<file path="src/rtl/chess_pkg.sv">
package chess_pkg;

   // Board geometry
   localparam int SQUARES     = 64;                    // Whole board
   localparam int RANKS       = 8;
   localparam int FILES       = 8;                     // Squares per rank
   localparam int PIECE_WIDTH = 4;                     // Bits per square code
   localparam int BOARD_WIDTH = SQUARES * PIECE_WIDTH; // Square 0 in low bits

   // One square code, read either as a word or as colour plus kind
   typedef union packed {
      logic [PIECE_WIDTH-1:0] code;                    // Zero is an empty square
      struct packed {
         logic                   black;                // Set for black
         logic [PIECE_WIDTH-2:0] kind;                 // KIND_* below
      } f;
   } piece_t;

   // Piece kinds, codes 7 and 15 read as empty
   localparam logic [PIECE_WIDTH-2:0] KIND_EMPTY  = 3'd0;
   localparam logic [PIECE_WIDTH-2:0] KIND_PAWN   = 3'd1;
   localparam logic [PIECE_WIDTH-2:0] KIND_KNIGHT = 3'd2;
   localparam logic [PIECE_WIDTH-2:0] KIND_BISHOP = 3'd3;
   localparam logic [PIECE_WIDTH-2:0] KIND_ROOK   = 3'd4;
   localparam logic [PIECE_WIDTH-2:0] KIND_QUEEN  = 3'd5;
   localparam logic [PIECE_WIDTH-2:0] KIND_KING   = 3'd6;

   localparam int VALUED_KINDS = 5;                    // Pawn to queen, king worth 0

   // Tapered blend
   localparam int PHASE_MAX   = 62;                    // Phase ceiling
   localparam int PHASE_WIDTH = 7;
   localparam int BLEND_SCALE = 16912;                 // 2**20 / 62 rounded down
   localparam int BLEND_SHIFT = 20;                    // Divide by 2**20

endpackage

</file>
<file path="src/rtl/eval_control.sv">
`timescale 1ns/1ns

module eval_control import chess_pkg::*;
(
   input  logic                   clk,
   input  logic                   reset,
   input  logic                   board_valid,
   input  logic [BOARD_WIDTH-1:0] board_in,
   input  logic                   clear_eval,
   output logic [BOARD_WIDTH-1:0] board,
   output logic                   start,
   output logic                   eval_valid
);

   localparam int EVAL_LATENCY = 7;                 // Capture edge to eval_valid
   localparam int CNT_WIDTH    = $clog2(EVAL_LATENCY);

   localparam logic [1:0] ST_IDLE  = 2'd0;
   localparam logic [1:0] ST_COUNT = 2'd1;          // Pipeline in flight
   localparam logic [1:0] ST_HOLD  = 2'd2;          // Result held for consumer

   logic [1:0]           state;
   logic [CNT_WIDTH-1:0] cnt;
   logic                 board_valid_r;
   logic                 board_edge;

   assign board_edge = board_valid && !board_valid_r;  // Rising edge only

   always_ff @(posedge clk)
   begin
      if (state == ST_IDLE && board_edge)
         board <= board_in;                         // Held until the next capture
   end

   always_ff @(posedge clk)
   begin
      if (reset)
      begin
         state         <= ST_IDLE;
         cnt           <= '0;
         board_valid_r <= 1'b0;
         start         <= 1'b0;
         eval_valid    <= 1'b0;
      end
      else
      begin
         board_valid_r <= board_valid;
         start         <= 1'b0;
         case (state)
            ST_IDLE:
               if (board_edge)
               begin
                  start <= 1'b1;
                  cnt   <= CNT_WIDTH'(EVAL_LATENCY - 1);
                  state <= ST_COUNT;
               end
            ST_COUNT:
               if (cnt == '0)
               begin
                  eval_valid <= 1'b1;
                  state      <= ST_HOLD;
               end
               else
                  cnt <= cnt - 1'b1;
            ST_HOLD:
               if (clear_eval)
               begin
                  eval_valid <= 1'b0;
                  state      <= ST_IDLE;
               end
            default:
               state <= ST_IDLE;
         endcase
      end
   end

   a_start_pulse: assert property (@(posedge clk) disable iff (reset)
      start |=> !start);

   // Result only after a full pass through the datapath
   a_valid_latency: assert property (@(posedge clk) disable iff (reset)
      $rose(eval_valid) |-> $past(start, EVAL_LATENCY));

endmodule

</file>
<file path="config.mk">
export PLATFORM = sky130hd
export DESIGN_NAME = eval_control
export DESIGN_NICKNAME = d
export VERILOG_FILES = /design/src/rtl/chess_pkg.sv /design/src/rtl/eval_control.sv
export SDC_FILE = /design/constraint.sdc
export NUM_CORES = 1
export LEC_CHECK = 0
export ABC_AREA = 0
export BUFFER_PORTS_ARGS = -buffer_cell sky130_fd_sc_hd__buf_2
export CAP_MARGIN = 10
export CORE_AREA = 2 2 201 203
export CTS_BUF_LIST = sky130_fd_sc_hd__clkbuf_4
export CTS_CLUSTER_SIZE = 25
export DETAILED_ROUTE_END_ITERATION = 10
export DIE_AREA = 0 0 203 205
export PLACE_DENSITY = 0.5
export SYNTH_ARGS = -nofsm -noshare
export SYNTH_HDL_FRONTEND = slang
export SYNTH_SLANG_ARGS = --single-unit
</file>
<file path="constraint.sdc">
create_clock -name clk -period 18.42 [get_ports clk]
set_clock_uncertainty 0.05 [all_clocks]
set_input_delay 1.842 -clock clk [delete_from_list [all_inputs] [get_ports clk]]
set_output_delay 1.842 -clock clk [all_outputs]
set_load 0.005 [all_outputs]
</file>
# Word-level counts from Yosys, hierarchy flattened
# Index checks and enable logic that the tools add are counted.
[totals]
input_bits = 260
ff_bits = 264
output_inout_bits = 258
[op_classes]
reduce_logical = 11
bitwise_logic = 1
eq_ne = 6
n_addsub = 1
mux = 11
[ops]
columns = ["cell", "count"]
rows = [
  ["$reduce_and A3 Y1", 3],
  ["$ne A2 B2 Y1 const B", 4],
  ["$mux W2", 3],
  ["$mux W3", 2],
  ["$pmux W2 S3", 1],
  ["$pmux W3 S2", 1],
  ["$reduce_bool A2 Y1", 2],
  ["$logic_not A3 Y1", 1],
  ["$mux W1", 3],
  ["$sub A3 B1 Y3 const B", 1],
  ["$eq A2 B1 Y1 const B", 1],
  ["$eq A2 B2 Y1 const B", 1],
  ["$logic_and A1 B1 Y1", 2],
  ["$logic_not A2 Y1", 1],
  ["$pmux W1 S2", 1],
  ["$reduce_or A2 Y1", 1],
  ["$logic_not A1 Y1", 1],
  ["$not A1 Y1", 1],
]

# Logic depth before layout (Yosys ltp)
[logic_depth]
depth_word = 4
depth_mapped = 6
depth_no_buf = 6

# Worst setup path before layout
# No wires, ideal clock.
[synth_timing]
path_kind = "input to register"
startpoint = "input board_valid"
endpoint = "register cnt[0]"
path_stages = 3
arrival_ps = 10978
n_path_buf = 0
setup_slack_ps = 7266
setup_ps = 126
required_time_ps = 18244
cell_sequence = "nor4b_4 -> nor2_1 -> a22o_1"
[synth_via]
elab_chain_len = 3
[synth_lines]
columns = ["item", "line", "source"]
rows = [
  ["from (decl)", "eval_control.sv:7", "input logic board_valid,"],
  ["$logic_and A1 B1 Y1", "eval_control.sv:27", "assign board_edge = board_valid && !board_valid_r;"],
  ["$ne A2 B2 Y1 (no line)", "n/a", ""],
  ["$reduce_and A3 Y1 (no line)", "n/a", ""],
  ["to (signal assigned)", "eval_control.sv:54", "cnt <= CNT_WIDTH'(EVAL_LATENCY - 1);"],
  ["to (signal assigned)", "eval_control.sv:64", "cnt <= cnt - 1'b1;"],
  ["to (decl)", "eval_control.sv:23", "logic [CNT_WIDTH-1:0] cnt;"],
]
# No other way between the ends.
# A chain may end at the register's enable or synchronous reset.

# Worst setup path after layout
[layout_timing]
startpoint = "input board_valid"
endpoint = "register board[70] (enable)"
[layout_via]
elab_chain_len = 2
[layout_lines]
columns = ["item", "line", "source"]
rows = [
  ["$logic_and A1 B1 Y1", "eval_control.sv:27", ""],
  ["$logic_and A1 B1 Y1", "eval_control.sv:31", "if (state == ST_IDLE && board_edge)"],
  ["to (signal assigned)", "eval_control.sv:32", "board <= board_in;"],
  ["to (decl)", "eval_control.sv:10", "output logic [BOARD_WIDTH-1:0] board,"],
]
# No other way between the ends.

==> results.toml <==
[status]
status = "complete, no violations"

[setup_path]
end_kind = "flop"
cp_max_fo = 70
arrival_ns = 3.85
required_ns = 18.66
path_cells = "buf_2 -> nor4b_4 -> buf_4 -> buf_4"
worstSetupStartpointType = "input pin"
cpPeakStageDelay_ns = 0.81
worst_path_most_repeated_cell = "buf_4"
slowest_stage = "buf_4"
worstSetupPathType = "in2reg"

[floorplan]
core_area_mm2 = 0.0394
start_util_pct = 20.4
die-area_mm2 = 0.0416
top_level_ports = 518
die_w_um = 203
die_y_um = 205
rows = 73

[timing]
report.final.slew_viol_count = 0
rsz0062_at_grt = "false"
tns_ns = 0
setup_ws_ns = 14.82
period_needed_ns = 3.60
max-slew-margin-rel_pct = 34.6
fin_crit_sh_pct = 19.6
hold_violations = 0
worstMarginPinSlew_ns = 0.982
final-setup-viol-count = 0
max_freq_ghz = 0.278
finalHoldWorstSlack_ns = 0.431

[synthesis]
yosys.area_share.simple_pct = 1.14
synth_compound_area_share_pct = 0.561
synth_xor_area_share_pct = 0
synth-seq-cells = 264
yosys-top-cells-area = "edfxtp_1, dfxtp_1, nor2_1"
yosysTopAreaCell = "edfxtp_1"
synth_top_family_by_area = "simple AND/OR/NAND/NOR gates"
yosysSeqAreaShare_pct = 97.8
muxShareOfSynthArea_pct = 0
avgSynthCellArea_um2 = 27.8
syn_inst = 289
yosys_warnings = 0
synth_area_mm2 = 0.00802
synth_nets = 551
yosys.cell_types.count = 15
synthDominantCellAreaShare_pct = 95.8
synthAdderAreaFrac_pct = 0.312

[finish]
fill_cells = 3964
nets = 1147
multi_input_area_um2 = 161
final_cell_mix = "buf_2, edfxtp_1, clkbuf_4"
synthToLayoutAreaGrowth_pct = 54.3
drive_gt1_share_pct = 68.5
register_area_mm2 = 0.00785
layout_commonest_cell = "buf_2"

[flow_run]
cap_violations = 0

[clock_tree]
cts_buffers = 74
cts_setup_buffers = 0
worstSkewPairLatency_ns = 0.68
cts-root-buf = "clkbuf_4"
cts.sinks = 264
hold_buffers = 0
cts_buffer_depth = 3
cts_tree = "done"
clkTransAtPathRegs_ns = 0.06
cts_resized = 0
h-tree-depth = 3

[detailed_routing]
ant_nets = 0
wl_per_cell_um = 15.8
first_iter_violations = 178
routed_wl_um = 23200
drc_errors = 0
viasPerCell = 3.53
drt-pass1-iter-count = 4
vias = 5186

[power_and_ir_drop]
leakage_nw = 5.24
power_density_mw_per_mm2 = 116
peakVddDrop_v = 0.0000548

[grt]
track_usage_pct = 10.4
grt_pass1_wl_um = 31500
first_global_vias = 5511
antenna_found_initial = 8
overflow = 0
grt_start_max_net_pins = 75

[min_path]
worstHoldPathType = "reg2reg"

[placement]
place_hpwl_um = 17400
io_buffers = 517
gp_congestion = 0.744
pre_cts_ws_ns = 14.14
registers in the layout (all words and copies together), names as in the netlist:
name and cells:
eval_valid 1, start 1, board 256, state 2, cnt 3, board_valid_r 1
critical path, delay by kind of cell:
| kind | cells | cell delay (ns) |
|---|---|---|
| buffers and inverters | 3 | 1.68 |
| and+or+nand+nor | 1 | 0.20 |
power breakdown:
group / internal [mW] / switching, mW
Sequential: 0.714 / 0.0119
Combinational: 0.0476 / 0.0563
Clock: 0.357 / 0.244
Total: 1.12 / 0.313
cell usage after synthesis:
| cell | n |
|---|---|
| a2bb2oi_1 | 1 |
| dfxtp_1 | 8 |
| nor4b_4 | 1 |
| ha_1 | 2 |
| a21oi_1 | 2 |
| nor2_1 | 7 |
| a221oi_1 | 2 |
| nor2b_1 | 2 |
| inv_1 | 3 |
| clkbuf_1 | 1 |
| nand2b_1 | 1 |
| a22o_1 | 1 |
| and3b_2 | 1 |
| edfxtp_1 | 256 |
| nor3b_2 | 1 |
cell families (layout without fill, tap and decap cells):
family	count (synthesis)	in the layout
and+or+nand+nor	13	13
DFF	264	264
other	0	4
adders and majority gates	2	2
AOI/OAI and AO/OA	6	6
buffers and inverters	4	657
cell type report:
cell class / count / share of cell area, %
well taps: 525 / 5.31
clock buffers: 109 / 6.61
repair buffers: 521 / 21.1
diodes: 4 / 0.0808
flip-flops and latches: 264 / 63.4
inverters: 3 / 0.0910
clock inverters: 24 / 2.08
multi-input cells: 21 / 1.30
per-stage QoR:
stage               utilization (%)  cell area (um2)  cells  total power, mW
floorplan                         -             8020    289            0.777
global placement               28.7            11300   1334            0.845
detailed placement             28.7            11300   1334            0.847
CTS                            31.4            12400   1467             1.47
global route                   31.4            12400   1469             1.51
finish                         31.4            12400   1471             1.43
path summary, 6_finish.rpt:
kind | start | to | slack [ns] | depth (start not counted)
worst max-delay path | board_valid | board[70] | 14.82 | 4
worst min-delay path | cnt[1] | cnt[1] | 0.43 | 2
worst min register to register | cnt[1] | cnt[1] | 0.43 | 2
worst max register to register | state[1] | board[70] | 15.60 | 3
layer usage:
layer / vias to the layer above / global-route usage, % / wire, um
met3: 52 / 6.17 / 2910
met2: 349 / 17.7 / 11700
met4: 8 / 4.54 / 459
li1: 2425 / - / -
met5: - / 0 / 56
met1: 2352 / 10.2 / 8080
(Power assumes the default switching activity.)
