## config.mk

```make
export PLATFORM = sky130hd
export DESIGN_NAME = phase_blend
export DESIGN_NICKNAME = d
export VERILOG_FILES = /design/src/rtl/chess_pkg.sv /design/src/rtl/phase_blend.sv
export SDC_FILE = /design/constraint.sdc
export NUM_CORES = 1
export LEC_CHECK = 0
export BUFFER_PORTS_ARGS = -buffer_cell sky130_fd_sc_hd__buf_2
export CORE_MARGIN = 1
export CORE_UTILIZATION = 45
export DETAILED_ROUTE_END_ITERATION = 10
export GPL_TIMING_DRIVEN = 0
export SLEW_MARGIN = 20
export SYNTH_ARGS = -nofsm -noshare
export SYNTH_HDL_FRONTEND = slang
export SYNTH_SLANG_ARGS = --single-unit
export TNS_END_PERCENT = 10
```

## constraint.sdc

```tcl
create_clock -name clk -period 12.7 [get_ports clk]
set_input_delay 1.27 -clock clk [delete_from_list [all_inputs] [get_ports clk]]
set_output_delay 1.27 -clock clk [all_outputs]
set_load 0.01 [all_outputs]
```

## src/rtl/chess_pkg.sv

```systemverilog
package chess_pkg;

   // Board geometry
   localparam int SQUARES     = 64;                    // Whole board
   localparam int RANKS       = 8;
   localparam int FILES       = 8;                     // Squares per rank
   localparam int PIECE_WIDTH = 4;                     // Bits per square code
   localparam int BOARD_WIDTH = SQUARES * PIECE_WIDTH; // Square 0 in low bits

   // One square code, read either as a word or as colour plus kind
   typedef union packed {
      logic [PIECE_WIDTH-1:0] code;                    // Zero is an empty square
      struct packed {
         logic                   black;                // Set for black
         logic [PIECE_WIDTH-2:0] kind;                 // KIND_* below
      } f;
   } piece_t;

   // Piece kinds, codes 7 and 15 read as empty
   localparam logic [PIECE_WIDTH-2:0] KIND_EMPTY  = 3'd0;
   localparam logic [PIECE_WIDTH-2:0] KIND_PAWN   = 3'd1;
   localparam logic [PIECE_WIDTH-2:0] KIND_KNIGHT = 3'd2;
   localparam logic [PIECE_WIDTH-2:0] KIND_BISHOP = 3'd3;
   localparam logic [PIECE_WIDTH-2:0] KIND_ROOK   = 3'd4;
   localparam logic [PIECE_WIDTH-2:0] KIND_QUEEN  = 3'd5;
   localparam logic [PIECE_WIDTH-2:0] KIND_KING   = 3'd6;

   localparam int VALUED_KINDS = 5;                    // Pawn to queen, king worth 0

   // Tapered blend
   localparam int PHASE_MAX   = 62;                    // Phase ceiling
   localparam int PHASE_WIDTH = 7;
   localparam int BLEND_SCALE = 16912;                 // 2**20 / 62 rounded down
   localparam int BLEND_SHIFT = 20;                    // Divide by 2**20

endpackage

```

## src/rtl/phase_blend.sv

```systemverilog
`timescale 1ns/1ns

module phase_blend import chess_pkg::*;
#(
   parameter int EVAL_WIDTH = 16
)
(
   input  logic                                         clk,
   input  logic                                         reset,
   input  logic signed [EVAL_WIDTH+$clog2(SQUARES)-1:0] mg_total,
   input  logic signed [EVAL_WIDTH+$clog2(SQUARES)-1:0] eg_total,
   input  logic [PHASE_WIDTH-1:0]                       phase,
   input  logic                                         material_valid,
   output logic signed [EVAL_WIDTH-1:0]                 eval
);

   localparam int TOTAL_WIDTH  = EVAL_WIDTH + $clog2(SQUARES);
   localparam int PROD_WIDTH   = TOTAL_WIDTH + PHASE_WIDTH + 1;
   localparam int SUM_WIDTH    = PROD_WIDTH + 1;
   localparam int SCALED_WIDTH = SUM_WIDTH + $clog2(BLEND_SCALE) + 1;
   localparam logic signed [SCALED_WIDTH-1:0] ROUND_BIAS = (1 << BLEND_SHIFT) - 1;

   logic [PHASE_WIDTH-1:0]         phase_eg;          // Endgame weight
   logic signed [PROD_WIDTH-1:0]   prod_mg;           // Stage 1
   logic signed [PROD_WIDTH-1:0]   prod_eg;
   logic signed [SUM_WIDTH-1:0]    sum_r;             // Stage 2
   logic signed [SCALED_WIDTH-1:0] scaled_r;          // Stage 3
   logic signed [SCALED_WIDTH-1:0] biased;
   logic                           v1;
   logic                           v2;
   logic                           v3;

   assign phase_eg = PHASE_WIDTH'(PHASE_MAX) - phase;

   // Negative values biased so the shift truncates toward zero
   assign biased = scaled_r[SCALED_WIDTH-1] ? scaled_r + ROUND_BIAS : scaled_r;

   always_ff @(posedge clk)
   begin
      if (material_valid)
      begin
         prod_mg <= mg_total * $signed({1'b0, phase});
         prod_eg <= eg_total * $signed({1'b0, phase_eg});
      end
      if (v1)
         sum_r <= prod_mg + prod_eg;
      if (v2)
         scaled_r <= sum_r * BLEND_SCALE;              // Stands in for divide by 62
      if (v3)
         eval <= EVAL_WIDTH'(biased >>> BLEND_SHIFT);
   end

   always_ff @(posedge clk)
   begin
      if (reset)
      begin
         v1 <= 1'b0;
         v2 <= 1'b0;
         v3 <= 1'b0;
      end
      else
      begin
         v1 <= material_valid;
         v2 <= v1;
         v3 <= v2;
      end
   end

   // Clamp in phase_count keeps the endgame weight non-negative
   a_phase_range: assert property (@(posedge clk) disable iff (reset)
      phase <= PHASE_MAX);

endmodule

```

After elaboration in Yosys (flattened, before gate mapping) --
Index checks and enable logic that the tools add are counted.
Storage, ports and cells: flip-flop bits (word level) 153, output and inout port bits 16, bits of input ports 54
Cells by class: add/subtract/negate cells 3, multiplexer cells 1, $mul 3
Operators by type and width (count):
- multiplier 22 x 8 -> 30 bit | 2
- multiplier 31 x 12 -> 43 bit, second input constant | 1
- adder 36 x 21 -> 36 bit, second input constant | 1
- 2-to-1 mux 36 bit | 1
- adder 30 x 30 -> 31 bit | 1
- subtractor 6 x 7 -> 7 bit, first input constant | 1

Depth between registers and ports, before layout --
word-level depth 2, gate-level depth with buffers 23, depth with buffers taken out 22

Worst setup path before layout --
Ideal clock, no wire load.
path kind input-to-reg, from input port phase[0], to register prod_eg[25], data pin, stages 21, arrival 6158 ps, buffers on the path 1, setup slack 6278 ps, data required time 12436 ps, library setup time 264 ps, cell sequence ha_1 > and3_1 > xnor2_1 > clkbuf_1 > nand2_1 > fa_1 > fa_1 > inv_1 > fa_1 > inv_1 > fa_1 > inv_1 > ha_1 > o21a_1 > o31a_2 > o21ai_2 > a2111oi_4 > o21ai_2 > o41ai_4 > a31oi_1 > xnor2_1
Between the ends: cells in the longest elaborated chain, start to end 2
RTL lines:
- start, declared | RTL line phase_blend.sv:12 | input logic [PHASE_WIDTH-1:0] phase,
- subtractor 6 x 7 -> 7 bit | RTL line phase_blend.sv:33 | assign phase_eg = PHASE_WIDTH'(PHASE_MAX) - phase;
- multiplier 22 x 8 -> 30 bit | RTL line phase_blend.sv:43 | prod_eg <= eg_total * $signed({1'b0, phase_eg});
- end signal, assigned | RTL line phase_blend.sv:43
- end, declared | RTL line phase_blend.sv:25 | logic signed [PROD_WIDTH-1:0] prod_eg;
No other way between the ends. A chain may end at the register's enable or synchronous reset.

Worst setup path in the final report --
from input port phase[1], to register prod_eg[28], data pin
The elaborated chain is that of the path after synthesis.

==> results.cfg <==
[cells_and_area]
syn_to_final_growth_pct = 8.14
fin_cells = 2830
nNetsFinal = 2783
drive_above_1_share = 0.0547

[grt]
grt_pass1_wl_mm = 73.1
grt-ovfl-total = 0
antenna_found_initial = 0
grt_max_degree = 62
grt_pass1_vias = 15200
grtUsageTotal = 0.192

[place]
placed_cells = 2797
gp_congestion = 0.861
hpwlAfterDp_mm = 36.1
numPortBuffers = 69

[min_path]
holdPathStages = 0
worstHoldPathType = flip-flop to flip-flop

[synth]
postSynthCellCount = 2128
syn_area_per_cell_um2 = 9.70
async_flop_share = 0
synth_edf_count = 140
syn_nets = 2695
synth-warning-count = 0
synth-seq-cells = 143
seq_area_frac_synth = 0.207
synthesis.area_um2 = 20600
synth_ff_type = edfxtp_1
ys_types = 75

[floorplanning]
coreArea_um2 = 45300
die_x_um = 216
io_pins = 70
initial_utilization = 0.456
num_rows = 78
dieArea_um2 = 46700
die_height_um = 216

[timing]
fin_crit_ps = 7350
slew_viol_final = 0
rsz0062_at_grt = no
tns_ps = 0
setup_violations = 0
skew_ps = 11.5
max_slew.worst_pin.slew_ps = 919
fin_crit_sh = 0.579
hold_viol_final = 0
fmax_ghz = 0.136
slew_headroom = 0.385

[critical_path]
critPathMostFrequentCell = inv_1
critPathKind = primary input to flip-flop
critical_path.top_delay_family = adder cells
setup.worst_path.start_class = primary input
cp-end-kind = flip-flop
critPathMaxFanout = 10
path_cells = buf_2 > ha_1 > and3_1 > nand3_1 > xor2_1 > clkbuf_1 > nor2b_1 > ha_1 > inv_1 > fa_1 > inv_1 > fa_1 > inv_1 > fa_1 > inv_1 > ha_1 > or4_1 > o22ai_2 > o31ai_2 > o41ai_4 > o211ai_1 > a31oi_1 > xnor2_1
worstSetupPathDepth = 23
slowest_delay_ps = 700
critPathBufInv = 6
crit_slowest_cell = xor2_1
crit_arrival_ps = 7520
reg2reg_depth = 14
required_ps = 12870

[clock_network]
cts_hold_buf = 0
clkLatencyLatePin_ps = 430
clk_pin_slew_worst_paths_ps = 70
cts_resized = 0
cts_tree = built
cts.sinks = 143
post-cts-setup-buffers = 0
cts-buffers-inserted = 17
cts-root-buf = clkbuf_16
htreeDepth = 4
cts_buffer_depth = 2

[drt]
drt_iter0_drc = 600
drc = 0
drt_first_pass_iters = 5
via_per_inst = 5.06
ant_nets = 0
routed_wirelength_mm = 42.7
vias = 14300
wl_per_cell_um = 15.1

[status]
status = completed

[job]
drv_cap = 0
[path summary, 6_finish.rpt]
path | startpoint | endpoint | slack (ps)
worst min-delay path | sum_r[3]$_DFFE_PP_ | scaled_r[7]$_DFFE_PP_ | 470
worst max-delay path | phase[1] | prod_eg[28]$_DFFE_PP_ | 5350
worst min register to register | sum_r[3]$_DFFE_PP_ | scaled_r[7]$_DFFE_PP_ | 470
worst max register to register | sum_r[10]$_DFFE_PP_ | scaled_r[46]$_DFFE_PP_ | 8650
[layout by cell type, fill, tap and decap left out, types with 4 or more instances in the layout]
master / instances
a211oi_1: 7
a21o_1: 48
a21oi_1: 87
a221oi_1: 5
a31oi_1: 15
and2_1: 207
and3_1: 11
and4_1: 4
buf_2: 69
clkbuf_1: 42
clkbuf_16: 17
clkinvlp_4: 4
edfxtp_1: 140
fa_1: 258
ha_1: 255
inv_1: 452
inv_6: 5
nand2_1: 119
nand2b_1: 15
nand3_1: 27
nand3b_1: 4
nand4_1: 13
nor2_1: 60
nor2b_1: 54
nor3_1: 14
nor4_1: 6
o211ai_1: 10
o21a_1: 17
o21ai_0: 41
o21ai_1: 5
o21bai_1: 10
o31a_1: 4
o31ai_1: 8
or2_2: 5
xnor2_1: 91
xor2_1: 35
[per-layer routing]
| layer | vias up | track usage | share of wire |
|---|---|---|---|
| li1 | 7059 | - | - |
| met1 | 7049 | 0.237 | 0.43 |
| met4 | 0 | 0.0460 | 0.022 |
| met2 | 162 | 0.355 | 0.52 |
| met3 | 45 | 0.0212 | 0.021 |
| met5 | - | 0 | 0 |
[synth_stat cells, drive strengths merged (13+ instances only)]
| library cell | n | area share |
|---|---|---|
| xor2 | 35 | 0.015 |
| nand3 | 27 | 0.0065 |
| nand2b | 15 | 0.0045 |
| nor2 | 60 | 0.011 |
| and2 | 207 | 0.063 |
| inv | 452 | 0.082 |
| nor2b | 54 | 0.016 |
| ha | 255 | 0.15 |
| edfxtp | 140 | 0.20 |
| a31oi | 15 | 0.0045 |
| fa | 258 | 0.25 |
| nand4 | 13 | 0.0039 |
| clkbuf | 41 | 0.0075 |
| a21oi | 87 | 0.021 |
| o21ai | 48 | 0.012 |
| o21a | 17 | 0.0062 |
| nand2 | 119 | 0.022 |
| xnor2 | 91 | 0.039 |
| a21o | 48 | 0.017 |
| nor3 | 14 | 0.0034 |
[stage by stage]
step	area, um^2	utilization	worst slack [ps]	hold slack, ps
final	22300	0.493	5350	471
after global routing	22300	0.493	5020	496
after CTS	22300	0.493	5240	474
after detailed placement	21700	0.480	4820	455
after global placement	21700	0.480	4850	454
after floorplan	20600	-	6280	433
[kinds of logic after synthesis]
| family | Yosys count | synth area share |
|---|---|---|
| xor gates and xnor gates | 126 | 0.0535 |
| adders and majority gates | 513 | 0.405 |
| muxes | 2 | 0.000970 |
| DFF | 143 | 0.207 |
| AOI/OAI and AO/OA | 302 | 0.101 |
| and+or+nand+nor | 548 | 0.144 |
| buffers and inverters | 494 | 0.0899 |
[state kept, by name (all words and copies together), names as in the netlist]
signal    count
v3            1
prod_mg      30
eval         16
scaled_r     33
prod_eg      30
v2            1
sum_r        31
v1            1
[layout make-up]
cell class | instances | area [um^2]
clock buffers | 18 | 429
well taps | 600 | 751
repair buffers | 69 | 348
clock inverters | 14 | 146
multi-input cells | 1491 | 14500
diodes | 1 | 2.50
flip-flops and latches | 143 | 4270
plain buffers | 42 | 159
fillers | 4258 | 23000
inverters | 452 | 1700
Power is not shown: default switching activity piles up to over one toggle a cycle in this logic, so the estimate is an artifact.
