--- src/rtl/chess_pkg.sv ---
package chess_pkg;

   // Board geometry
   localparam int SQUARES     = 64;                    // Whole board
   localparam int RANKS       = 8;
   localparam int FILES       = 8;                     // Squares per rank
   localparam int PIECE_WIDTH = 4;                     // Bits per square code
   localparam int BOARD_WIDTH = SQUARES * PIECE_WIDTH; // Square 0 in low bits

   // One square code, read either as a word or as colour plus kind
   typedef union packed {
      logic [PIECE_WIDTH-1:0] code;                    // Zero is an empty square
      struct packed {
         logic                   black;                // Set for black
         logic [PIECE_WIDTH-2:0] kind;                 // KIND_* below
      } f;
   } piece_t;

   // Piece kinds, codes 7 and 15 read as empty
   localparam logic [PIECE_WIDTH-2:0] KIND_EMPTY  = 3'd0;
   localparam logic [PIECE_WIDTH-2:0] KIND_PAWN   = 3'd1;
   localparam logic [PIECE_WIDTH-2:0] KIND_KNIGHT = 3'd2;
   localparam logic [PIECE_WIDTH-2:0] KIND_BISHOP = 3'd3;
   localparam logic [PIECE_WIDTH-2:0] KIND_ROOK   = 3'd4;
   localparam logic [PIECE_WIDTH-2:0] KIND_QUEEN  = 3'd5;
   localparam logic [PIECE_WIDTH-2:0] KIND_KING   = 3'd6;

   localparam int VALUED_KINDS = 5;                    // Pawn to queen, king worth 0

   // Tapered blend
   localparam int PHASE_MAX   = 62;                    // Phase ceiling
   localparam int PHASE_WIDTH = 7;
   localparam int BLEND_SCALE = 16912;                 // 2**20 / 62 rounded down
   localparam int BLEND_SHIFT = 20;                    // Divide by 2**20

endpackage

--- src/rtl/phase_count.sv ---
`timescale 1ns/1ns

module phase_count import chess_pkg::*;
(
   input  logic                   clk,
   input  logic                   reset,
   input  logic [BOARD_WIDTH-1:0] board,
   input  logic                   start,
   output logic [PHASE_WIDTH-1:0] phase
);

   localparam int RCNT_WIDTH = $clog2(FILES + 1);   // 0 to 8 per rank
   localparam int SUM_WIDTH  = $clog2(SQUARES + 1);

   logic [RCNT_WIDTH-1:0] rank_cnt_c [RANKS];
   logic [RCNT_WIDTH-1:0] rank_cnt [RANKS];         // Stage one
   logic [SUM_WIDTH-1:0]  pieces;

   // Non-pawn pieces per rank with kings included
   always_comb
   begin : rank_count
      piece_t sq;
      for (int r = 0; r < RANKS; r++)
         rank_cnt_c[r] = '0;
      for (int s = 0; s < SQUARES; s++)
      begin
         sq.code = board[s*PIECE_WIDTH +: PIECE_WIDTH];
         if ((sq.f.kind > KIND_PAWN) && (sq.f.kind <= KIND_KING))
            rank_cnt_c[s / FILES] += 1'b1;
      end
   end

   always_comb
   begin
      pieces = '0;
      for (int r = 0; r < RANKS; r++)
         pieces += rank_cnt[r];
   end

   always_ff @(posedge clk)
   begin
      if (reset)
      begin
         rank_cnt <= '{default: '0};
         phase    <= '0;
      end
      else
      begin
         if (start)
            rank_cnt <= rank_cnt_c;                 // Same edge as material stage one
         if (pieces > PHASE_MAX)
            phase <= PHASE_WIDTH'(PHASE_MAX);       // Clamp
         else
            phase <= PHASE_WIDTH'(pieces);
      end
   end

endmodule

--- config.mk ---
export PLATFORM = sky130hd
export DESIGN_NAME = phase_count
export DESIGN_NICKNAME = d
export VERILOG_FILES = /design/src/rtl/chess_pkg.sv /design/src/rtl/phase_count.sv
export SDC_FILE = /design/constraint.sdc
export NUM_CORES = 1
export LEC_CHECK = 0
export BUFFER_PORTS_ARGS = -buffer_cell sky130_fd_sc_hd__buf_4
export CELL_PAD_IN_SITES_DETAIL_PLACEMENT = 1
export CELL_PAD_IN_SITES_GLOBAL_PLACEMENT = 1
export CORE_UTILIZATION = 39
export CTS_CLUSTER_DIAMETER = 40
export DETAILED_ROUTE_END_ITERATION = 10
export GPL_ROUTABILITY_DRIVEN = 0
export PLACE_DENSITY_LB_ADDON = 0.1
export SLEW_MARGIN = 40
export SYNTH_ARGS = -nofsm -noshare
export SYNTH_HDL_FRONTEND = slang
export SYNTH_SLANG_ARGS = --single-unit
--- constraint.sdc ---
create_clock -name clk -period 10.4 [get_ports clk]
set_clock_uncertainty 0.1 [all_clocks]
set_input_delay 1.04 -clock clk [delete_from_list [all_inputs] [get_ports clk]]
set_output_delay 1.04 -clock clk [all_outputs]
set_load 0.02 [all_outputs]
# After elaboration in Yosys (flattened, before gate mapping)
# Cells that the tools add are included.
# word_totals
ff_bits	39
output_inout_bits	7
input_bits	259
# op_classes
muxes	65
order_cmp	129
n_addsub	63
n_reduce_logical	65
# ops
operator	count
adder 4 x 1 -> 4 bit (second input constant)	56
2-to-1 mux 4 bit	56
> comparator 3 x 1 -> 1 bit (second input constant)	64
less-or-equal comparator 3 bit (second input constant)	64
logical AND 1 bit	64
adder 7 x 4 -> 7 bit	4
2-to-1 mux 1 bit	8
adder 6 x 4 -> 7 bit	1
> comparator 7 x 6 -> 1 bit (second input constant)	1
adder 5 x 4 -> 6 bit	1
2-to-1 mux 6 bit	1
adder 4 x 4 -> 5 bit	1
OR reduction 2 bit	1

# Depth between registers and ports, before layout
# depth
word_depth	17
mapped_depth	23
depth_no_buf	23

# Worst setup path before layout
# No wires, ideal clock.
# synth_path
kind	input -> register
startpoint	in board[70]
endpoint	reg rank_cnt[23] (netlist bit)
slack_ns	5.101
cell_stages	21
path_buffers	1
setup_ns	0.086
required_ns	10.214
arrival_ns	5.114
path_cell_list	o21ai_0 -> inv_1 -> ha_1 -> o21a_1 -> or2_2 -> clkbuf_1 -> ha_1 -> nor3_1 -> a31oi_1 -> ha_1 -> mux2_2 -> ha_1 -> mux2i_1 -> inv_1 -> ha_1 -> nand2_1 -> xnor2_1 -> xnor2_1 -> a2111oi_2 -> xnor3_1 -> a211oi_1
# synth_between
elab_chain_len	15
elab_cells_between_ends	16
classes_between	add/sub: 6; order compare: 2; mux: 7; reduce/logical: 1
# synth_rtl
element	line	rtl
start: declaration	phase_count.sv:7	input logic [BOARD_WIDTH-1:0] board,
> comparator 3 x 1 -> 1 bit / less-or-equal comparator 3 bit (equally long branches)	phase_count.sv:28	if ((sq.f.kind > KIND_PAWN) && (sq.f.kind <= KIND_KING))
logical AND 1 bit *	phase_count.sv:28	
2-to-1 mux 4 bit *	phase_count.sv:28	
adder 4 x 1 -> 4 bit	phase_count.sv:29	rank_cnt_c[s / FILES] += 1'b1;
2-to-1 mux 4 bit *	phase_count.sv:28	
adder 4 x 1 -> 4 bit	phase_count.sv:29	
2-to-1 mux 4 bit *	phase_count.sv:28	
adder 4 x 1 -> 4 bit	phase_count.sv:29	
2-to-1 mux 4 bit *	phase_count.sv:28	
adder 4 x 1 -> 4 bit	phase_count.sv:29	
2-to-1 mux 4 bit *	phase_count.sv:28	
adder 4 x 1 -> 4 bit	phase_count.sv:29	
2-to-1 mux 4 bit *	phase_count.sv:28	
adder 4 x 1 -> 4 bit	phase_count.sv:29	
2-to-1 mux 4 bit *	phase_count.sv:28	
end signal: assignment	phase_count.sv:50	rank_cnt <= rank_cnt_c;
end: declaration	phase_count.sv:16	logic [RCNT_WIDTH-1:0] rank_cnt [RANKS];
# Every way passes the cells marked *; elsewhere a longest branch is shown, timed or not.
# A chain may end at the register's enable or synchronous reset.

# Worst setup path after layout
# layout_path
startpoint	in board[102]
endpoint	reg rank_cnt[18] (netlist bit)
# Same word-level chain as after synthesis.

==> metrics.cfg <==
[drt]
ant_nets = 0
routed_wl_mm = 18.3
drc = 0
dr.pass1.iters = 4
post_drt_wl_per_cell_um = 13.6
drt-initial-drc-count = 142
vias_per_cell = 5.32
vias = 7148

[power_and_ir_drop]
switching_power_w = 0.000832
p_int_w = 0.000966
powerDensity_nw_per_um2 = 200
p_leak_nw = 4.36
p_clk_frac = 0.096
seqPwrFrac = 0.124
ir_worst_vdd_v = 0.000204
power_frac_comb = 0.780
swShare = 0.463

[logic_synthesis]
async_flop_share = 0
ys_seq_area_frac = 0.110
syn_area_per_cell_um2 = 7.71
synth_nets = 1268
yosysUniqueCellTypes = 74
synth_top_area_frac = 0.111
ys_warn_count = 0
synth.most_common_cell = inv_1
synth_edf_count = 0
ys.flop_type = dfxtp_1
synth-seq-cells = 39
yosys.area.top_type = ha_1
synth_area_leaders = ha_1 (11%), dfxtp_1 (11%), fa_1 (6.5%)
yosys-top-cells-count = inv_1 (92), nor2_1 (75), nand3_1 (65)
synthesis.instances = 923
synth_area_um2 = 7120

[sta]
min_period_over_period = 0.528
relSlewSlack = 0.513
slew_viol_final = 0
worst_slack_ps = 4910
rsz0062_at_grt = false
hold_slack_ps = 387
finalSetupViolCount = 0
tightest_slew_ps = 724
timing.fmax_mhz = 182
tns_ps = 0
min_period_ps = 5490
finalHoldViolCount = 0

[setup_path]
path_buf_inv = 4
cp_top_family = adder cells
slowest_delay_ps = 420
required_ps = 10450
cpMaxStageDelayCell = or3_1
crit_path_max_fanout = 3
cp_cell_sequence = buf_4 > o21ai_0 > inv_1 > ha_1 > or3_1 > nand2_1 > ha_1 > nor3_1 > a31oi_1 > ha_1 > mux2i_1 > inv_1 > ha_1 > inv_1 > o21ai_0 > or2_2 > ha_1 > mux2_2 > ha_1 > nand2_1 > xnor2_1 > mux2i_1 > nor2_1
timing.rr.start = rank_cnt[3]
critical_path_class = primary input to flop
crit_path_end_kind = flop
crit_top_cell = ha_1
cp.arrival_ps = 5550
startpoint = board[102]
worst_setup_path_start_kind = primary input

[global_route]
grt_pass1_wl_mm = 31.0
gr-total-overflow = 0
antenna_found_initial = 0
grt_max_degree = 53
grt_pass1_vias = 7112
track_usage = 0.198

[finish]
drive_gt1_frac = 0.238
syn_to_final_growth_pct = 26.6
fin_cells = 1344
antenna_cells = 0
fin_nets = 1459

[die]
start_util = 0.398
die_h_um = 137
core_um2 = 17900
io_pins = 266
dieArea_um2 = 18800
die_w_um = 137
num_rows = 49

[worst_hold_path]
worstHoldStart = rank_cnt[14]
hold_path_class = flop to flop

[placement]
placed_cells = 1336
port_buffers = 201
hpwl_mm = 15.8
post-place-ws_ps = 4620

[cts]
cts_max_path_buffers = 2
cts_resized = 0
clock_latency_ps = 280
cts.clk_slew.worst_paths_ps = 60
postCtsHoldBufs = 0
cts_tree = built
htree_num_levels = 2
cts_buffers = 5
clock-root-buffer = clkbuf_16
cts_sinks = 39
cts_setup_buffers = 0

[run_status]
status = finished clean

[run]
maxCapViolCount = 0

sequential cells by signal, summed over array words and instances, names as in the netlist:
| register | count |
|---|---|
| rank_cnt | 32 |
| phase | 7 |
tightest hold or removal path, stage by stage, from the launching register on:
cell	delay, ps
dfxtp_1	310
nor2_1	80
a211oi_1	50
layer usage:
metal | vias to the layer above | part of all wire | GRT usage
met5 | - | 0 | 0
met4 | 0 | 0.0028 | 0.0214
met3 | 5 | 0.027 | 0.0152
met2 | 111 | 0.50 | 0.365
met1 | 3325 | 0.47 | 0.257
li1 | 3707 | - | -
power groups by stage:
stage / clock network, W / registers [W] / logic (W)
after floorplan: 0 / 0.000227 / 0.00106
after detailed placement: 0 / 0.000226 / 0.00140
after CTS: 0.000177 / 0.000223 / 0.00143
after global routing: 0.000184 / 0.000227 / 0.00162
after global placement: 0 / 0.000225 / 0.00134
final: 0.000173 / 0.000223 / 0.00140
placed cells by master, fill, tap and decap left out, types with 9 or more instances in the layout:
master / instances
nor3_1: 19
nand3_1: 65
a31oi_1: 9
nand2_1: 63
ha_1: 63
o21ai_0: 42
o22ai_1: 9
and3_1: 27
o21a_1: 26
mux2i_1: 23
a22oi_1: 10
xnor3_1: 15
xor2_1: 31
a211oi_1: 25
xnor2_1: 52
o211ai_1: 12
or3_1: 11
dfxtp_1: 39
fa_1: 23
inv_1: 92
or2_2: 32
buf_4: 201
a21oi_1: 17
nor2_1: 75
layout make-up:
class / instances / area, um^2
clock buffers: 5 / 125
fillers: 2258 / 8890
well taps: 229 / 287
clock inverters: 3 / 43.8
repair buffers: 201 / 1510
multi-input cells: 774 / 5910
flip-flops and latches: 39 / 781
inverters: 93 / 352
logic make-up (layout without fill, tap and decap cells):
family                     after synthesis  count (layout)  synth area share
xor gates and xnor gates                98              98             0.150
AOI/OAI and AO/OA                      206             206             0.203
muxes                                   31              31            0.0450
buffers and inverters                  110             302            0.0598
other                                    1               1          0.000527
adders and majority gates               86              86             0.175
and+or+nand+nor                        352             352             0.257
DFF                                     39              39             0.110
stage by stage:
step | util | power [W] | area [um^2]
CTS | 0.503 | 0.00183 | 9010
detailed placement | 0.494 | 0.00162 | 8840
floorplan | - | 0.00129 | 7120
global placement | 0.494 | 0.00156 | 8840
finish | 0.503 | 0.00180 | 9010
global route | 0.503 | 0.00203 | 9010
final timing paths:
path	endpoint	slack, ps	cells past startpoint
worst max-delay path	rank_cnt[18]	4910	23
worst min-delay path	rank_cnt[14]	390	2
worst max register to register	phase[0]	5990	12
worst min register to register	rank_cnt[14]	390	2
Power figures use the tool's default switching activity.
