$ cat config.mk
export PLATFORM = sky130hd
export DESIGN_NAME = eval_regs
export DESIGN_NICKNAME = d
export VERILOG_FILES = /design/src/rtl/chess_pkg.sv /design/src/rtl/eval_reg_map_pkg.sv /design/src/rtl/eval_regs.sv
export SDC_FILE = /design/constraint.sdc
export NUM_CORES = 1
export LEC_CHECK = 0
export BUFFER_PORTS_ARGS = -buffer_cell sky130_fd_sc_hd__buf_2
export CAP_MARGIN = 20
export CORE_UTILIZATION = 49
export DETAILED_ROUTE_END_ITERATION = 16
export PLACE_DENSITY = 0.76
export SLEW_MARGIN = 20
export SYNTH_ARGS = -nofsm -noshare
export SYNTH_HDL_FRONTEND = slang
export SYNTH_SLANG_ARGS = --single-unit
$ cat constraint.sdc
create_clock -name clk -period 2.2 [get_ports clk]
set_input_delay 0.44 -clock clk [delete_from_list [all_inputs] [get_ports clk]]
set_output_delay 0.44 -clock clk [all_outputs]
set_load 0.02 [all_outputs]
$ cat src/rtl/chess_pkg.sv
package chess_pkg;

   // Board geometry
   localparam int SQUARES     = 64;                    // Whole board
   localparam int RANKS       = 8;
   localparam int FILES       = 8;                     // Squares per rank
   localparam int PIECE_WIDTH = 4;                     // Bits per square code
   localparam int BOARD_WIDTH = SQUARES * PIECE_WIDTH; // Square 0 in low bits

   // One square code, read either as a word or as colour plus kind
   typedef union packed {
      logic [PIECE_WIDTH-1:0] code;                    // Zero is an empty square
      struct packed {
         logic                   black;                // Set for black
         logic [PIECE_WIDTH-2:0] kind;                 // KIND_* below
      } f;
   } piece_t;

   // Piece kinds, codes 7 and 15 read as empty
   localparam logic [PIECE_WIDTH-2:0] KIND_EMPTY  = 3'd0;
   localparam logic [PIECE_WIDTH-2:0] KIND_PAWN   = 3'd1;
   localparam logic [PIECE_WIDTH-2:0] KIND_KNIGHT = 3'd2;
   localparam logic [PIECE_WIDTH-2:0] KIND_BISHOP = 3'd3;
   localparam logic [PIECE_WIDTH-2:0] KIND_ROOK   = 3'd4;
   localparam logic [PIECE_WIDTH-2:0] KIND_QUEEN  = 3'd5;
   localparam logic [PIECE_WIDTH-2:0] KIND_KING   = 3'd6;

   localparam int VALUED_KINDS = 5;                    // Pawn to queen, king worth 0

   // Tapered blend
   localparam int PHASE_MAX   = 62;                    // Phase ceiling
   localparam int PHASE_WIDTH = 7;
   localparam int BLEND_SCALE = 16912;                 // 2**20 / 62 rounded down
   localparam int BLEND_SHIFT = 20;                    // Divide by 2**20

endpackage

$ cat src/rtl/eval_reg_map_pkg.sv
package eval_reg_map_pkg;

   // APB bus widths
   localparam int APB_ADDR_WIDTH = 8;
   localparam int APB_DATA_WIDTH = 32;

   localparam int REG_STRIDE = 4;                      // Byte step between value words

   // Middlegame values at 0x00 to 0x10, pawn first
   localparam logic [APB_ADDR_WIDTH-1:0] REG_MG_BASE = 8'h00;

   // Endgame values at 0x20 to 0x30, pawn first
   localparam logic [APB_ADDR_WIDTH-1:0] REG_EG_BASE = 8'h20;

endpackage

$ cat src/rtl/eval_regs.sv
`timescale 1ns/1ns

module eval_regs import chess_pkg::*, eval_reg_map_pkg::*;
#(
   parameter int EVAL_WIDTH = 16
)
(
   input  logic                                      clk,
   input  logic                                      reset,
   input  logic                                      psel,
   input  logic                                      penable,
   input  logic                                      pwrite,
   input  logic [APB_ADDR_WIDTH-1:0]                 paddr,
   input  logic [APB_DATA_WIDTH-1:0]                 pwdata,
   output logic [APB_DATA_WIDTH-1:0]                 prdata,
   output logic                                      pslverr,
   output logic signed [VALUED_KINDS*EVAL_WIDTH-1:0] mg_values,
   output logic signed [VALUED_KINDS*EVAL_WIDTH-1:0] eg_values
);

   localparam int IDX_WIDTH   = $clog2(VALUED_KINDS);
   localparam int STRIDE_LOG2 = $clog2(REG_STRIDE);
   localparam int TABLE_SPAN  = VALUED_KINDS * REG_STRIDE;  // Bytes per table

   logic signed [EVAL_WIDTH-1:0] mg_tab [VALUED_KINDS];     // Middlegame values
   logic signed [EVAL_WIDTH-1:0] eg_tab [VALUED_KINDS];     // Endgame values
   logic [APB_ADDR_WIDTH-1:0]    mg_off;
   logic [APB_ADDR_WIDTH-1:0]    eg_off;
   logic                         hit_mg;
   logic                         hit_eg;
   logic [IDX_WIDTH-1:0]         idx_mg;
   logic [IDX_WIDTH-1:0]         idx_eg;
   logic signed [EVAL_WIDTH-1:0] rd_val;

   // Address decode, offsets wrap high below a base
   assign mg_off = paddr - REG_MG_BASE;
   assign eg_off = paddr - REG_EG_BASE;
   assign hit_mg = (mg_off < TABLE_SPAN) && (mg_off[STRIDE_LOG2-1:0] == '0);
   assign hit_eg = (eg_off < TABLE_SPAN) && (eg_off[STRIDE_LOG2-1:0] == '0);
   assign idx_mg = mg_off[STRIDE_LOG2 +: IDX_WIDTH];        // Word index, pawn is 0
   assign idx_eg = eg_off[STRIDE_LOG2 +: IDX_WIDTH];

   assign rd_val = hit_mg ? mg_tab[idx_mg] :
                   hit_eg ? eg_tab[idx_eg] : '0;            // Unmapped reads 0

   // Table writes at the access edge
   always_ff @(posedge clk)
   begin
      if (reset)
      begin
         for (int k = 0; k < VALUED_KINDS; k++)
         begin
            mg_tab[k] <= '0;
            eg_tab[k] <= '0;
         end
      end
      else if (psel && penable && pwrite)
      begin
         if (hit_mg)
            mg_tab[idx_mg] <= pwdata[EVAL_WIDTH-1:0];       // Low bits only
         else if (hit_eg)
            eg_tab[idx_eg] <= pwdata[EVAL_WIDTH-1:0];
      end
   end

   // Response built at the setup edge, shown during the access cycle
   always_ff @(posedge clk)
   begin
      if (reset)
      begin
         prdata  <= '0;
         pslverr <= 1'b0;
      end
      else
      begin
         pslverr <= psel && !penable && !(hit_mg || hit_eg); // Cleared at access edge
         if (psel && !penable)
            prdata <= APB_DATA_WIDTH'(rd_val);               // Sign extended
      end
   end

   // Tables to the datapath as flat vectors
   always_comb
   begin
      for (int k = 0; k < VALUED_KINDS; k++)
      begin
         mg_values[k*EVAL_WIDTH +: EVAL_WIDTH] = mg_tab[k];
         eg_values[k*EVAL_WIDTH +: EVAL_WIDTH] = eg_tab[k];
      end
   end

   // Error response only ever shows in an access cycle
   a_err_in_access: assert property (@(posedge clk) disable iff (reset)
      pslverr |-> (psel && penable));

endmodule

# After elaboration in Yosys (flattened, before gate mapping)
# Memories as Yosys holds them, arrays and structs flattened.
# Index checks and enable logic that the tools add are counted.
[word_totals]
regBits = 17
ramBits = 160
elab_cells = 39
memories = 2
[memory_table]
columns = ["memory", "words", "width", "rd", "rd_ports_with_merged_regs", "wr", "line", "text"]
rows = [
  ["eg_tab", 5, 16, 6, 0, 5, "eval_regs.sv:26", "logic signed [EVAL_WIDTH-1:0] eg_tab [VALUED_KINDS];"],
  ["mg_tab", 5, 16, 6, 0, 5, "eval_regs.sv:25", "logic signed [EVAL_WIDTH-1:0] mg_tab [VALUED_KINDS];"],
]
[op_classes]
addsub = 1
n_lt_le_gt_ge = 2
muxes = 19
n_reduce_logical = 13
[ops]
columns = ["op", "count"]
rows = [
  ["16-bit 2-to-1 mux", 4],
  ["16-bit OR reduction", 2],
  ["8-bit by 5-bit < comparator with 1-bit output, second input constant", 2],
  ["1-bit 2-to-1 mux", 13],
  ["8-bit by 6-bit subtractor with 8-bit output, second input constant", 1],
  ["1-bit logical AND", 6],
  ["3-bit 2-to-1 mux", 2],
  ["2-bit zero test", 2],
  ["1-bit zero test", 2],
  ["1-bit logical OR", 1],
]

# Longest topological paths before layout
[logic_depth]
word_depth = 10
mapped_depth = 8
ltp_nobuf = 6

# Least setup slack after synthesis
# OpenSTA, ideal clock, no wires.
[synth_path]
path_kind = "input to register"
startpoint = "input port paddr[5]"
endpoint = "memory eg_tab[0][0] (enable)"
setup_ps = 334
arrival_time_ps = 1873
path_slack_ps = -7
stages = 7
path_buffers = 1
cell_sequence = "inv_1 > ha_1 > xor2_1 > or2_2 > buf_2 > nor3_4 > or2_2"
[synth_rtl]
columns = ["item", "line", "text"]
rows = [
  ["from (decl)", "eval_regs.sv:13", "input logic [APB_ADDR_WIDTH-1:0] paddr,"],
  ["to (decl)", "eval_regs.sv:26", ""],
]

# Worst setup path in the final report
[layout_path]
startpoint = "register, netlist name prdata[15]"
endpoint = "output port prdata[25]"
[layout_rtl]
columns = ["item", "line", "text"]
rows = [
  ["to (decl)", "eval_regs.sv:15", "output logic [APB_DATA_WIDTH-1:0] prdata,"],
]
# No word-level cell between the ends.

==> reports/summary.log <==
[place] post-DP HPWL 19.3 mm
[critical_path] data arrival time of the worst path 1.37 ns
[floorplanning] die span in y 148 um
[detailed_routing] number of iterations in the first detailed-routing pass 5
[logic_synthesis] Warnings, synthesis 0
[job] maximum capacitance violations 0
[critical_path] cell family contributing the most delay on the critical path flip-flops
[min_path] Hold WC Path Type primary input to flop
[clock_tree] post-CTS repair timing setup buffer count 0
[cells_and_area] fraction of layout cells with a size suffix above 1 36.2%
[clock_tree] clock transition at the registers of the reported paths 0.06 ns
[logic_synthesis] count of mapped cells out of synthesis 696
[clock_tree] clock tree buffer depth 3
[global_routing] initial antenna violation count 0
[floorplanning] floorplan die area 22000 um2
[detailed_routing] Routed wire per std cell 21.6 um
[timing] TNS Setup 0 ns
[place] Final Wtd Congestion 0.881
[floorplanning] number of top-level pins 238
[logic_synthesis] flip-flop cell with the highest count after synthesis sky130_fd_sc_hd__edfxtp_1
[floorplanning] floorplan die width 148 um
[timing] endpoints failing hold 0
[clock_tree] clock root buffer sky130_fd_sc_hd__clkbuf_16
[min_path] source of the worst hold timing path pwdata[11]
[clock_tree] worst-skew pair later-pin latency 0.51 ns
[global_routing] number of global-route vias before repair 6963
[logic_synthesis] Synth async-reset ratio 0%
[cells_and_area] non-filler instance count after layout 1282
[cells_and_area] cell area after layout 13000 um2
[critical_path] beginning of the critical path prdata[15]
[place] instance count after placement with tap cells included 1240
[critical_path] Critical Path End Type primary output
[logic_synthesis] cell with the most instances after synthesis sky130_fd_sc_hd__edfxtp_1
[critical_path] buffers plus inverters on the worst setup path 1
[logic_synthesis] area share of the largest cell type after synthesis 61.7%
[timing] Final Slew Violations 0
[timing] Worst Hold Slack 0.297 ns
[floorplanning] initial cell density of the core 50.0%
[logic_synthesis] Commonest cells post-synth sky130_fd_sc_hd__edfxtp_1, sky130_fd_sc_hd__and2_1, sky130_fd_sc_hd__mux2i_1
[cells_and_area] post-layout net count 1037
[place] post-placement cell area 12300 um2
[logic_synthesis] post-synthesis instance area 10500 um2
[timing] peak clock frequency supported by timing 553 MHz
[place] number of buffers inserted by port buffering 221
[cells_and_area] Layout Utilization 62.3%
[timing] endpoints failing setup 0
[cells_and_area] Synth-to-Final Area Change 24.6%
[logic_synthesis] Unique masters post-synth 51
[pwr] power density over the cells 770 nW/um2
[place] pre-CTS WS -0.00300 ns
[global_routing] aggregate global-route resource usage 25.5%
[global_routing] maximum number of pins on one net before global-route repair 41
[detailed_routing] DR DRC count 0
[logic_synthesis] count of flip-flops with a built-in enable after synthesis 215
[clock_tree] Hold-fix buffers, CTS 0
[cells_and_area] number of inserted diodes 0
[floorplanning] placeable core region 21000 um2
[timing] final worst path period need 1.81 ns
[critical_path] maximum fanout count along the critical path 18
[timing] setup repair after global routing missed its margin no
[clock_tree] number of buffers created by CTS 24
[logic_synthesis] share of synthesized area occupied by flip-flops and latches 64.9%
[clock_tree] count of instances resized after the clock tree is built 0
[critical_path] crit path launch type flop
[detailed_routing] via density per instance 5.40
[detailed_routing] post-detailed-route count of antenna-violating nets 0
[logic_synthesis] Seq cells post-synth 232
[logic_synthesis] cell type contributing the most total cell area after synthesis sky130_fd_sc_hd__edfxtp_1
[critical_path] critical path class flop to primary output
[timing] Worst Clk Skew 0.00644 ns
[global_routing] overflow left after global routing 0
[timing] post-route setup slack 0.391 ns
[detailed_routing] DRC marker count from the first detailed-route iteration 494
[floorplanning] count of standard-cell rows 53
[clock_tree] TritonCTS clock tree built
[critical_path] cell-by-cell listing of the critical path buf_2
[critical_path] required arrival time at the worst endpoint 1.76 ns
[critical_path] slowest stage cell, crit path sky130_fd_sc_hd__dfxtp_1
[pwr] Peak supply drop 0.000678 V
[global_routing] global-route wire length before repair 40.9 mm
[critical_path] Worst R2R Start eg_tab[1][14]
[logic_synthesis] top area cells in the synthesized netlist sky130_fd_sc_hd__edfxtp_1, sky130_fd_sc_hd__and2_1, sky130_fd_sc_hd__mux2i_1
[detailed_routing] WL final 27.7 mm
[clock_tree] level count of the clock H-tree 1
[clock_tree] total clock sinks 232
[pwr] cell leakage power 5.38 nW
[critical_path] CP peak stage delay 0.61 ns
[logic_synthesis] mean cell area of the mapped netlist 15.0 um2
[status] outcome complete, no violations
[detailed_routing] vias post-DR 6920
[timing] final worst-path cycle share 82.2%
[pwr] power after layout 10.0 mW
[per-layer routing]
layer | global-route usage (%) | up-vias | wire length [um]
met1 | 33.0 | 3474 | 10900
met3 | 4.72 | 39 | 2350
met5 | 0 | - | 0
li1 | - | 3097 | -
met2 | 43.6 | 310 | 13800
met4 | 7.94 | 0 | 703
[worst paths after layout]
kind,to,depth (start not counted),slack [ns]
setup / recovery,prdata[25],1,0.39
hold / removal,eg_tab[6][11],1,0.30
setup reg to reg,prdata[14],4,0.57
hold reg to reg,prdata[11],2,0.45
[power breakdown]
part | switching [mW] | total (mW) | internal, mW
combinational | 0.659 | 1.05 | 0.395
sequential | 0.115 | 5.17 | 5.06
clock | 1.62 | 3.82 | 2.19
total | 2.40 | 10.0 | 7.65
[cells by family after synthesis]
logic type	after synthesis	share of synthesized area [%]
buffers and inverters	60	3.49
multiplexers	85	11.7
flip-flops	232	64.9
AND/OR/NAND/NOR	259	15.2
AO/OA/AOI/OAI	57	4.47
adder cells (fa/ha/maj)	1	0.120
XOR/XNOR	1	0.0837
other	1	0.0358
[final cells by class]
| cell class | instances | area [um2] |
|---|---|---|
| tap | 275 | 344 |
| multi-input combinational | 458 | 3510 |
| clock buffer | 32 | 652 |
| timing repair buffer | 267 | 1630 |
| inverter | 8 | 30.0 |
| clock inverter | 10 | 77.6 |
| sequential | 232 | 6800 |
| fill | 1632 | 7910 |
[state kept, by name, summed over array words and instances (netlist names)]
name and count:
eg_tab 119, mg_tab 96, prdata 16, pslverr 1
[layout by cell type, fill, tap and decap left out, drive strengths merged, types with 16 or more instances in the layout]
master	netlist	layout
mux4	26	26
and2	162	162
mux2i	43	43
conb	1	55
nand2	32	32
buf	37	267
mux2	16	16
clkbuf	15	32
edfxtp	215	215
dfxtp	17	17
(Power assumes the default switching activity.)
